## src/alu_pkg.sv

```systemverilog
/*
 * Shared definitions of the two-lane integer execute cluster.
 * Widths, ALU operation codes and the micro-op, issue and writeback records.
 */
package alu_pkg;

	// ======================================================================
	// Sizes
	// ======================================================================

	localparam int XLEN = 64;
	localparam int NUM_REGS = 32;
	localparam int NUM_LANES = 2;

	// Each lane issue register owns a pair of register file read ports.
	localparam int NUM_RD_PORTS = 2 * NUM_LANES;

	localparam int LANE_IDX_W = (NUM_LANES > 1) ? $clog2(NUM_LANES) : 1;

	typedef logic [XLEN-1:0] xlen_t;
	typedef logic [4:0] reg_idx_t;
	typedef logic [3:0] alu_tag_t;
	typedef logic [NUM_LANES-1:0] lane_sel_t;
	typedef logic [LANE_IDX_W-1:0] lane_idx_t;

	// ======================================================================
	// Operations and records
	// ======================================================================

	typedef enum logic [3:0] {
		ALU_AUIPC,
		ALU_ADD,
		ALU_SUB,
		ALU_SLT,
		ALU_XOR,
		ALU_OR,
		ALU_AND,
		ALU_SLL,
		ALU_SRL,
		ALU_SRA
	} alu_fun_t;

	// Micro-op as it arrives on the issue port, before operands are read.
	typedef struct packed {
		alu_fun_t fun;
		logic is32w;
		logic is_unsigned;
		logic use_imm;
		reg_idx_t rs1;
		reg_idx_t rs2;
		reg_idx_t rd;
		xlen_t pc;
		xlen_t imm;
		alu_tag_t tag;
	} alu_uop_t;

	// Micro-op handed to a lane, with both source values already read.
	typedef struct packed {
		alu_fun_t fun;
		logic is32w;
		logic is_unsigned;
		logic use_imm;
		reg_idx_t rd;
		alu_tag_t tag;
		xlen_t pc;
		xlen_t imm;
		xlen_t src1;
		xlen_t src2;
	} alu_issue_t;

	typedef struct packed {
		reg_idx_t rd;
		alu_tag_t tag;
		xlen_t data;
	} alu_wb_t;

endpackage
```

## src/alu_dispatch.sv

```systemverilog
/*
 * Dispatch stage of the execute cluster.
 * Checks the busy scoreboard, reads operands and fills one issue register per lane.
 */
module alu_dispatch (
	input  logic CLK,
	input  logic rst_n,
	input  logic flush,
	input  logic in_valid,
	input  alu_pkg::alu_uop_t in_uop,
	output logic in_ready,
	output alu_pkg::reg_idx_t rf_raddr [alu_pkg::NUM_RD_PORTS],
	input  alu_pkg::xlen_t rf_rdata [alu_pkg::NUM_RD_PORTS],
	output alu_pkg::lane_sel_t lane_valid,
	output alu_pkg::alu_issue_t lane_issue [alu_pkg::NUM_LANES],
	input  alu_pkg::lane_sel_t lane_ready,
	input  logic wb_fire,
	input  alu_pkg::reg_idx_t wb_rd
);
	import alu_pkg::*;

	logic [NUM_REGS-1:0] busy;
	logic [NUM_REGS-1:0] clr_mask;
	logic [NUM_REGS-1:0] set_mask;
	logic [NUM_REGS-1:0] busy_eff;
	logic running;
	logic hazard;
	logic accept;
	lane_sel_t iss_valid;
	lane_sel_t slot_free;
	lane_sel_t slot_sel;
	alu_issue_t iss_q [NUM_LANES];
	alu_issue_t cand [NUM_LANES];

	// ======================================================================
	// Scoreboard and issue handshake
	// ======================================================================

	// A writeback in this cycle already releases its register.
	assign clr_mask = wb_fire ? (NUM_REGS'(1) << wb_rd) : '0;
	assign set_mask = (accept && in_uop.rd != '0) ? (NUM_REGS'(1) << in_uop.rd) : '0;
	assign busy_eff = busy & ~clr_mask;

	assign hazard = busy_eff[in_uop.rs1] || busy_eff[in_uop.rs2] || busy_eff[in_uop.rd];
	assign slot_free = ~iss_valid | lane_ready;
	// Lowest free slot wins.
	assign slot_sel = slot_free & (~slot_free + 1'b1);

	assign in_ready = running && !flush && !hazard && (slot_free != '0);
	assign accept = in_valid && in_ready;

	always_ff @(posedge CLK or negedge rst_n) begin
		if (!rst_n) begin
			running <= 1'b0;
			busy <= '0;
		end else begin
			running <= 1'b1;
			busy <= flush ? '0 : ((busy & ~clr_mask) | set_mask);
		end
	end

	// ======================================================================
	// Operand read and issue registers
	// ======================================================================

	always_comb begin
		for (int l = 0; l < NUM_LANES; l++) begin
			rf_raddr[2*l] = in_uop.rs1;
			rf_raddr[2*l+1] = in_uop.rs2;
			cand[l] = '{fun: in_uop.fun, is32w: in_uop.is32w,
				is_unsigned: in_uop.is_unsigned, use_imm: in_uop.use_imm,
				rd: in_uop.rd, tag: in_uop.tag, pc: in_uop.pc, imm: in_uop.imm,
				src1: rf_rdata[2*l], src2: rf_rdata[2*l+1]};
		end
	end

	always_ff @(posedge CLK or negedge rst_n) begin
		if (!rst_n) begin
			iss_valid <= '0;
			for (int l = 0; l < NUM_LANES; l++) begin
				iss_q[l] <= '0;
			end
		end else begin
			for (int l = 0; l < NUM_LANES; l++) begin
				if (flush) begin
					iss_valid[l] <= 1'b0;
				end else if (accept && slot_sel[l]) begin
					iss_valid[l] <= 1'b1;
					iss_q[l] <= cand[l];
				end else if (lane_ready[l]) begin
					iss_valid[l] <= 1'b0;
				end
			end
		end
	end

	assign lane_valid = iss_valid;
	assign lane_issue = iss_q;

	// Write-after-write order depends on this check against the scoreboard.
	a_rd_not_busy: assert property (@(posedge CLK) disable iff (!rst_n)
		accept |-> !busy[in_uop.rd] || (wb_fire && wb_rd == in_uop.rd));

endmodule

```

## config.mk

```make
export PLATFORM = sky130hd
export DESIGN_NAME = alu_dispatch
export DESIGN_NICKNAME = d
export VERILOG_FILES = /design/src/alu_pkg.sv /design/src/alu_dispatch.sv
export SDC_FILE = /design/constraint.sdc
export NUM_CORES = 1
export LEC_CHECK = 0
export ABC_AREA = 1
export BUFFER_PORTS_ARGS = -buffer_cell sky130_fd_sc_hd__buf_4
export CAP_MARGIN = 5
export CORE_AREA = 2 2 386 388
export CTS_BUF_LIST = sky130_fd_sc_hd__clkbuf_4
export DETAILED_ROUTE_END_ITERATION = 8
export DIE_AREA = 0 0 388 390
export GPL_TIMING_DRIVEN = 0
export PLACE_DENSITY = 0.37
export SETUP_SLACK_MARGIN = 0.15
export SLEW_MARGIN = 20
export SYNTH_ARGS = -nofsm -noshare
export SYNTH_HDL_FRONTEND = slang
export SYNTH_SLANG_ARGS = --single-unit
export TNS_END_PERCENT = 5
```

## constraint.sdc

```tcl
create_clock -name CLK -period 3.6 [get_ports CLK]
set_input_delay 0.36 -clock CLK [delete_from_list [all_inputs] [get_ports CLK]]
set_output_delay 0.36 -clock CLK [all_outputs]
set_load 0.05 [all_outputs]
```

Yosys cells after proc, flatten, opt, wreduce, memory -nomap -nowiden. Index checks and enable logic that the tools add are counted.

Logic and storage cells: 70. Input port bits: 422. Output and inout port bits: 567. Memories kept: 0. Bits in registers: 579. Bits in latches: 0. ROM bits: 0. RAM bits: 0.

Equality and inequality tests: 0. Muxes and demuxes: 15. $mul: 0. Add/subtract/negate cells: 1. Reductions and logical operators: 17. $lt $le $gt $ge: 3. Div/mod/pow operators: 0. Bitwise operators: 8. Shifts and indexed selects: 2.

Operators by type and width (number): $mux W32 (3); $shl A1 B5 Y32 const A (2); $and A32 B32 Y32 (1); $not A32 Y32 (1); $or A32 B32 Y32 (1); $lt A5 B6 Y1 const B (3); $bmux W1 S5 (3); $mux W1 (9); $logic_and A1 B1 Y1 (7); $reduce_bool A3 Y1 (2); $reduce_bool A5 Y1 (1); $not A2 Y2 (2); $reduce_and A2 Y1 (2); $add A2 B1 Y2 const B (1); $and A2 B2 Y2 (1); $logic_not A1 Y1 (2); $logic_or A1 B1 Y1 (2); $or A2 B2 Y2 (1); $reduce_bool A2 Y1 (1); $not A1 Y1 (1).

Longest topological paths before layout.
Depth after elaboration: 16. Mapped depth: 21. Depth with buffers taken out: 18.

Least setup slack after synthesis. No wires, ideal clock.

Path kind: input -> register. Start: input wb_rd[3]. End: register busy[22]. Path slack: 0.977 ns. Data required time: 3.522 ns. Library setup time: 0.078 ns. Arrival: 2.545 ns. Path buffers: 3. Cell stages on the path: 17. Path through: buf_4 -> inv_2 -> buf_2 -> nor2_1 -> nand2_1 -> nand2_1 -> nor2_1 -> nor2_1 -> nand2_1 -> nand3_1 -> nand2_1 -> a21oi_1 -> nand2_1 -> nor2_4 -> buf_1 -> nand4_1 -> a21oi_1.

Cells in the longest elaborated chain, start to end: 16. Elaborated cells on any way between the ends: 20. Classes of those cells: shift (1); mux (9); bitwise (3); reduce/logical (7).

RTL lines: start, declared (RTL line alu_dispatch.sv:18) `input alu_pkg::reg_idx_t wb_rd`; $shl A1 B5 Y32 * (RTL line alu_dispatch.sv:40) `assign clr_mask = wb_fire ? (NUM_REGS'(1) << wb_rd) : '0;`; $mux W32 * (RTL line alu_dispatch.sv:40); $not A32 Y32 * (RTL line alu_dispatch.sv:42) `assign busy_eff = busy & ~clr_mask;`; $and A32 B32 Y32 * (RTL line alu_dispatch.sv:42); $bmux W1 S5 (RTL line alu_dispatch.sv:44) `assign hazard = busy_eff[in_uop.rs1] || busy_eff[in_uop.rs2] || busy_eff[in_uop.rd];`; $mux W1 (not written as such) (RTL line alu_dispatch.sv:44); $logic_or A1 B1 Y1 (RTL line alu_dispatch.sv:44); $logic_or A1 B1 Y1 * (RTL line alu_dispatch.sv:44); $logic_not A1 Y1 * (RTL line alu_dispatch.sv:49) `assign in_ready = running && !flush && !hazard && (slot_free != '0);`; $logic_and A1 B1 Y1 * (2 in a row) (RTL line alu_dispatch.sv:49); named net in_ready (RTL line alu_dispatch.sv:11) `output logic in_ready,`; $logic_and A1 B1 Y1 * (RTL line alu_dispatch.sv:50) `assign accept = in_valid && in_ready;`; $logic_and A1 B1 Y1 * (RTL line alu_dispatch.sv:41) `assign set_mask = (accept && in_uop.rd != '0) ? (NUM_REGS'(1) << in_uop.rd) : '0;`; $mux W32 * (RTL line alu_dispatch.sv:41); $or A32 B32 Y32 * (RTL line alu_dispatch.sv:58) `busy <= flush ? '0 : ((busy & ~clr_mask) | set_mask);`; $mux W32 * (RTL line alu_dispatch.sv:58); end signal, assigned (RTL line alu_dispatch.sv:58); end, declared (RTL line alu_dispatch.sv:22) `logic [NUM_REGS-1:0] busy;`.

The timed path passes the listed nets; every way through them passes the cells marked *. The select of a mux whose other input is x is not followed. A chain may end at the register's enable or synchronous reset.

Worst setup path after layout.
Start: input wb_fire. End: register iss_q, in the netlist lane_issue[423].

Cells in the longest elaborated chain, start to end: 13. Elaborated cells on any way between the ends: 17. Classes of those cells: mux (7); bitwise (2); reduce/logical (8).

RTL lines: start, declared (RTL line alu_dispatch.sv:17) `input logic wb_fire,`; $mux W32 * (RTL line alu_dispatch.sv:40); $not A32 Y32 * (RTL line alu_dispatch.sv:42); $and A32 B32 Y32 * (RTL line alu_dispatch.sv:42); $bmux W1 S5 (RTL line alu_dispatch.sv:44); $mux W1 (not written as such) (RTL line alu_dispatch.sv:44); $logic_or A1 B1 Y1 (RTL line alu_dispatch.sv:44); $logic_or A1 B1 Y1 * (RTL line alu_dispatch.sv:44); $logic_not A1 Y1 * (RTL line alu_dispatch.sv:49); $logic_and A1 B1 Y1 * (2 in a row) (RTL line alu_dispatch.sv:49); $logic_and A1 B1 Y1 * (RTL line alu_dispatch.sv:50); $logic_and A1 B1 Y1 * (RTL line alu_dispatch.sv:87) `end else if (accept && slot_sel[l]) begin`; $reduce_and A2 Y1 (no line) *; end signal, assigned by index (RTL line alu_dispatch.sv:89) `iss_q[l] <= cand[l];`; end, declared (RTL line alu_dispatch.sv:32) `alu_issue_t iss_q [NUM_LANES];`.

Mark *: on every way between the ends. The rest lies on a longest branch, timed or not. The select of a mux whose other input is x is not followed.

==> flow_summary_export.csv <==
group,metric,value,unit
place,dp_hpwl,106600,um
logic_synthesis,yosysTopAreaCell,"dfrtp_1",
logic_synthesis,synthCells,2853,
routing,first_iter_violations,1565,
place,dpl.cell_count,5774,
setup_path,crit_slowest_cell,"clkbuf_1",
cells_and_area,post-route-cell-area,0.04539,mm^2
die,core_area,0.1471,mm^2
routing,first_pass_iters,6,
global_routing,grt_overflow,0,
logic_synthesis,avgSynthCellArea,8.492,um^2
die,initial_core_util,0.1647,
cells_and_area,drive_above_1_share,0.2797,
die,row_count,141,
timing,relSlewSlack,0.3118,
clocking,clk_path_buf_depth,3,
setup_path,cpMostUsedCell,"nand2_1",
logic_synthesis,yosysWarnings,0,
clocking,clk_pin_slew,0.06,ns
timing,skew,0.08293,ns
logic_synthesis,netlist.area_leader.share,0.5980,
global_routing,grt_pass1_vias,30040,
routing,dr_total_vias,28400,
setup_path,start_kind,"primary input",
global_routing,grt_util_all_layers,0.1838,
logic_synthesis,ys_seq_area_frac,0.5980,
power_and_ir_drop,seq_power_share,0.349,
place,io_buffers,981,
global_routing,grt_pass1_wl,204000,um
clocking,cts_tree,"done",
routing,ant_nets,0,
timing,worst_pin_slew,1.032,ns
cells_and_area,final_cell_mix,"nand2_1, buf_4, dlygate4sd3_1",
setup_path,cp_cell_sequence,"dlygate4sd3_1 -> buf_4 -> nand2_1 -> clkinv_1 -> clkbuf_4 -> nand3_1 -> nand2_1 -> nand2_1 -> nand3_1 -> nand3_1 -> nand3_1 -> nand3_1 -> nand2_1 -> nand2_1 -> nor2_4 -> nand2_2 -> buf_2 -> buf_2 -> clkbuf_1 -> o21ai_0 -> nand2_1",
die,die-area,0.1513,mm^2
power_and_ir_drop,leakage,23.34,nW
timing,hold_viol,0,
hold_path,hp-class,"primary input to flop",
cells_and_area,mostFrequentLayoutCell,"nand2_1",
power_and_ir_drop,switching_power,9.635,mW
clocking,htree_levels,4,
global_routing,antenna_found_initial,21,
timing,fin_ws,0.02073,ns
die,pin_count,989,
setup_path,endpoint_kind,"flop",
setup_path,crit_fanout,10,
setup_path,worstSetupPathType,"primary input to flop",
timing,rsz0062_at_grt,"yes",
cells_and_area,final_nets,5324,
routing,wire_per_inst,20.49,um
logic_synthesis,synth.distinct_cells,25,
power_and_ir_drop,ir_worst_vdd,0.3125,mV
timing,finalMaxSlewViolations,0,
clocking,clk_latency,1.15,ns
run_status,status,"finished, final reports clean",
logic_synthesis,syn_area,0.02423,mm^2
cells_and_area,area_growth_syn_to_layout,87.34,%
setup_path,cp_data_required_time,4.66,ns
power_and_ir_drop,sw_frac_of_total,0.4152,
global_routing,grt_start_max_net_pins,85,
clocking,root_buffer,"clkbuf_4",
job,drv_cap,0,
die,die_w,388,um
logic_synthesis,synth-seq-cells,579,
power_and_ir_drop,power.density,511.3,mW/mm^2
setup_path,cp.arrival,4.64,ns
place,dpl_cell_area,0.03429,mm^2
routing,via_per_inst,4.076,
power_and_ir_drop,pwr-share-comb,0.358,
place,finalWeightedCongestion,0.8638,
timing,min_period,3.579,ns
setup_path,crit_path_max_incr_delay,0.59,ns
timing,setup_viol,0,
logic_synthesis,synth_area_leaders,"dfrtp_1, nand2_1, nand3_1, o21ai_0, clkbuf_1",
power_and_ir_drop,clockPowerShare,0.293,
power_and_ir_drop,intPower,13.57,mW
timing,period_share,0.9942,
die,fp.dieH,390,um
hold_path,whs_path_depth,4,
timing,max_freq,279.4,MHz
logic_synthesis,synth.net_count,3275,
routing,wl,142800,um
clocking,clock_sinks,579,
place,dp_slack,-1.078,ns
cells_and_area,final_cell_count_no_fill,6968,
cells_and_area,final_util,0.3085,
clocking,cts_buffers,185,
timing,whs,0.1819,ns
routing,drc,0,
setup_path,worstRegToRegCells,15,
-- power groups by stage --
stage / logic (mW) / registers (mW) / clock network (mW)
2_1_floorplan: 0.942 / 11.6 / 0
3_3_place_gp: 7.59 / 8.18 / 0
3_5_place_dp: 7.62 / 8.19 / 0
4_1_cts: 8.37 / 8.09 / 7.16
5_1_grt: 8.71 / 8.22 / 7.50
6_report: 8.30 / 8.09 / 6.81
-- flip-flops by register name (all words and copies together), names as in the netlist --
register and cells:
lane_issue 544, busy 32, lane_valid 2, running 1
-- per-layer routing --
layer | part of all wire | up-vias | global-route usage
li1 | - | 13480 | -
met1 | 0.41 | 13590 | 0.2209
met2 | 0.46 | 996 | 0.2935
met3 | 0.081 | 316 | 0.06591
met4 | 0.045 | 14 | 0.08369
met5 | 0.00060 | - | 0
-- what timing repair did --
| item | CTS | global route |
|---|---|---|
| hold buffers | 868 | 0 |
| setup endpoints to repair | 133 | 222 |
| resized for setup | 24 | 24 |
| endpoints found under the hold margin | 979 | 0 |
| pin swaps | 3 | 0 |
| setup buffers | 3 | 0 |
-- final timing paths --
| kind | start | end | slack, ns |
|---|---|---|---|
| worst max-delay path | wb_fire | lane_issue[423]$_DFFE_PN0P_ | 0.02 |
| max in group asynchronous | rst_n | lane_issue[222]$_DFFE_PN0P_ | 1.43 |
| worst min register to register | lane_issue[216]$_DFFE_PN0P_ | lane_issue[216]$_DFFE_PN0P_ | 0.47 |
| worst min-delay path | rf_rdata[71] | lane_issue[71]$_DFFE_PN0P_ | 0.18 |
| min in group asynchronous | rst_n | lane_issue[369]$_DFFE_PN0P_ | 0.35 |
| worst max register to register | busy[31]$_DFF_PN0_ | lane_issue[423]$_DFFE_PN0P_ | 0.32 |
-- final cells by class --
cell class / count / area, um^2
multi-input combinational: 2008 / 8618
tap: 1930 / 2415
clock buffer: 262 / 1967
fill: 16040 / 101700
inverter: 37 / 138.9
timing repair buffer: 1862 / 16360
antenna: 14 / 35.03
sequential: 579 / 14490
clock inverter: 47 / 271.5
buffer: 229 / 1089
-- worst max-delay path: cells and delay by family --
family / cells / cell delay, ns
buffers and inverters: 7 / 2.70
AND/OR/NAND/NOR: 13 / 1.38
AO/OA/AOI/OAI: 1 / 0.16
-- cells by family after synthesis --
family,after synthesis,synth area share
AO/OA/AOI/OAI,324,0.06729
flip-flops,579,0.5980
buffers and inverters,266,0.04850
AND/OR/NAND/NOR,1683,0.2860
other,1,0.0001548
-- Yosys cell counts --
library cell  number
nand2_1         1213
buf_2             72
clkbuf_1         121
buf_4             23
buf_1             13
nor2_4             1
a21boi_0           1
dfrtp_1          579
nor2_1            34
o21ai_1           66
nand3_1          377
conb_1             1
clkinv_1           4
inv_2              3
a21boi_1           1
o21ai_0          219
nand4_1           43
nor2_2             2
o31ai_1            1
nor3_1            11
nand3b_1           1
inv_1             30
nand2_2            1
o22ai_1            1
a21oi_1           35
-- through the flow --
step	power [mW]	TNS (ns)
global placement	15.77	-3554.80
global route	24.43	-0.1000
finish	23.20	0
CTS	23.62	0
floorplan	12.57	0
detailed placement	15.82	-286.90
No activity file was read; power rests on OpenSTA's default activity.
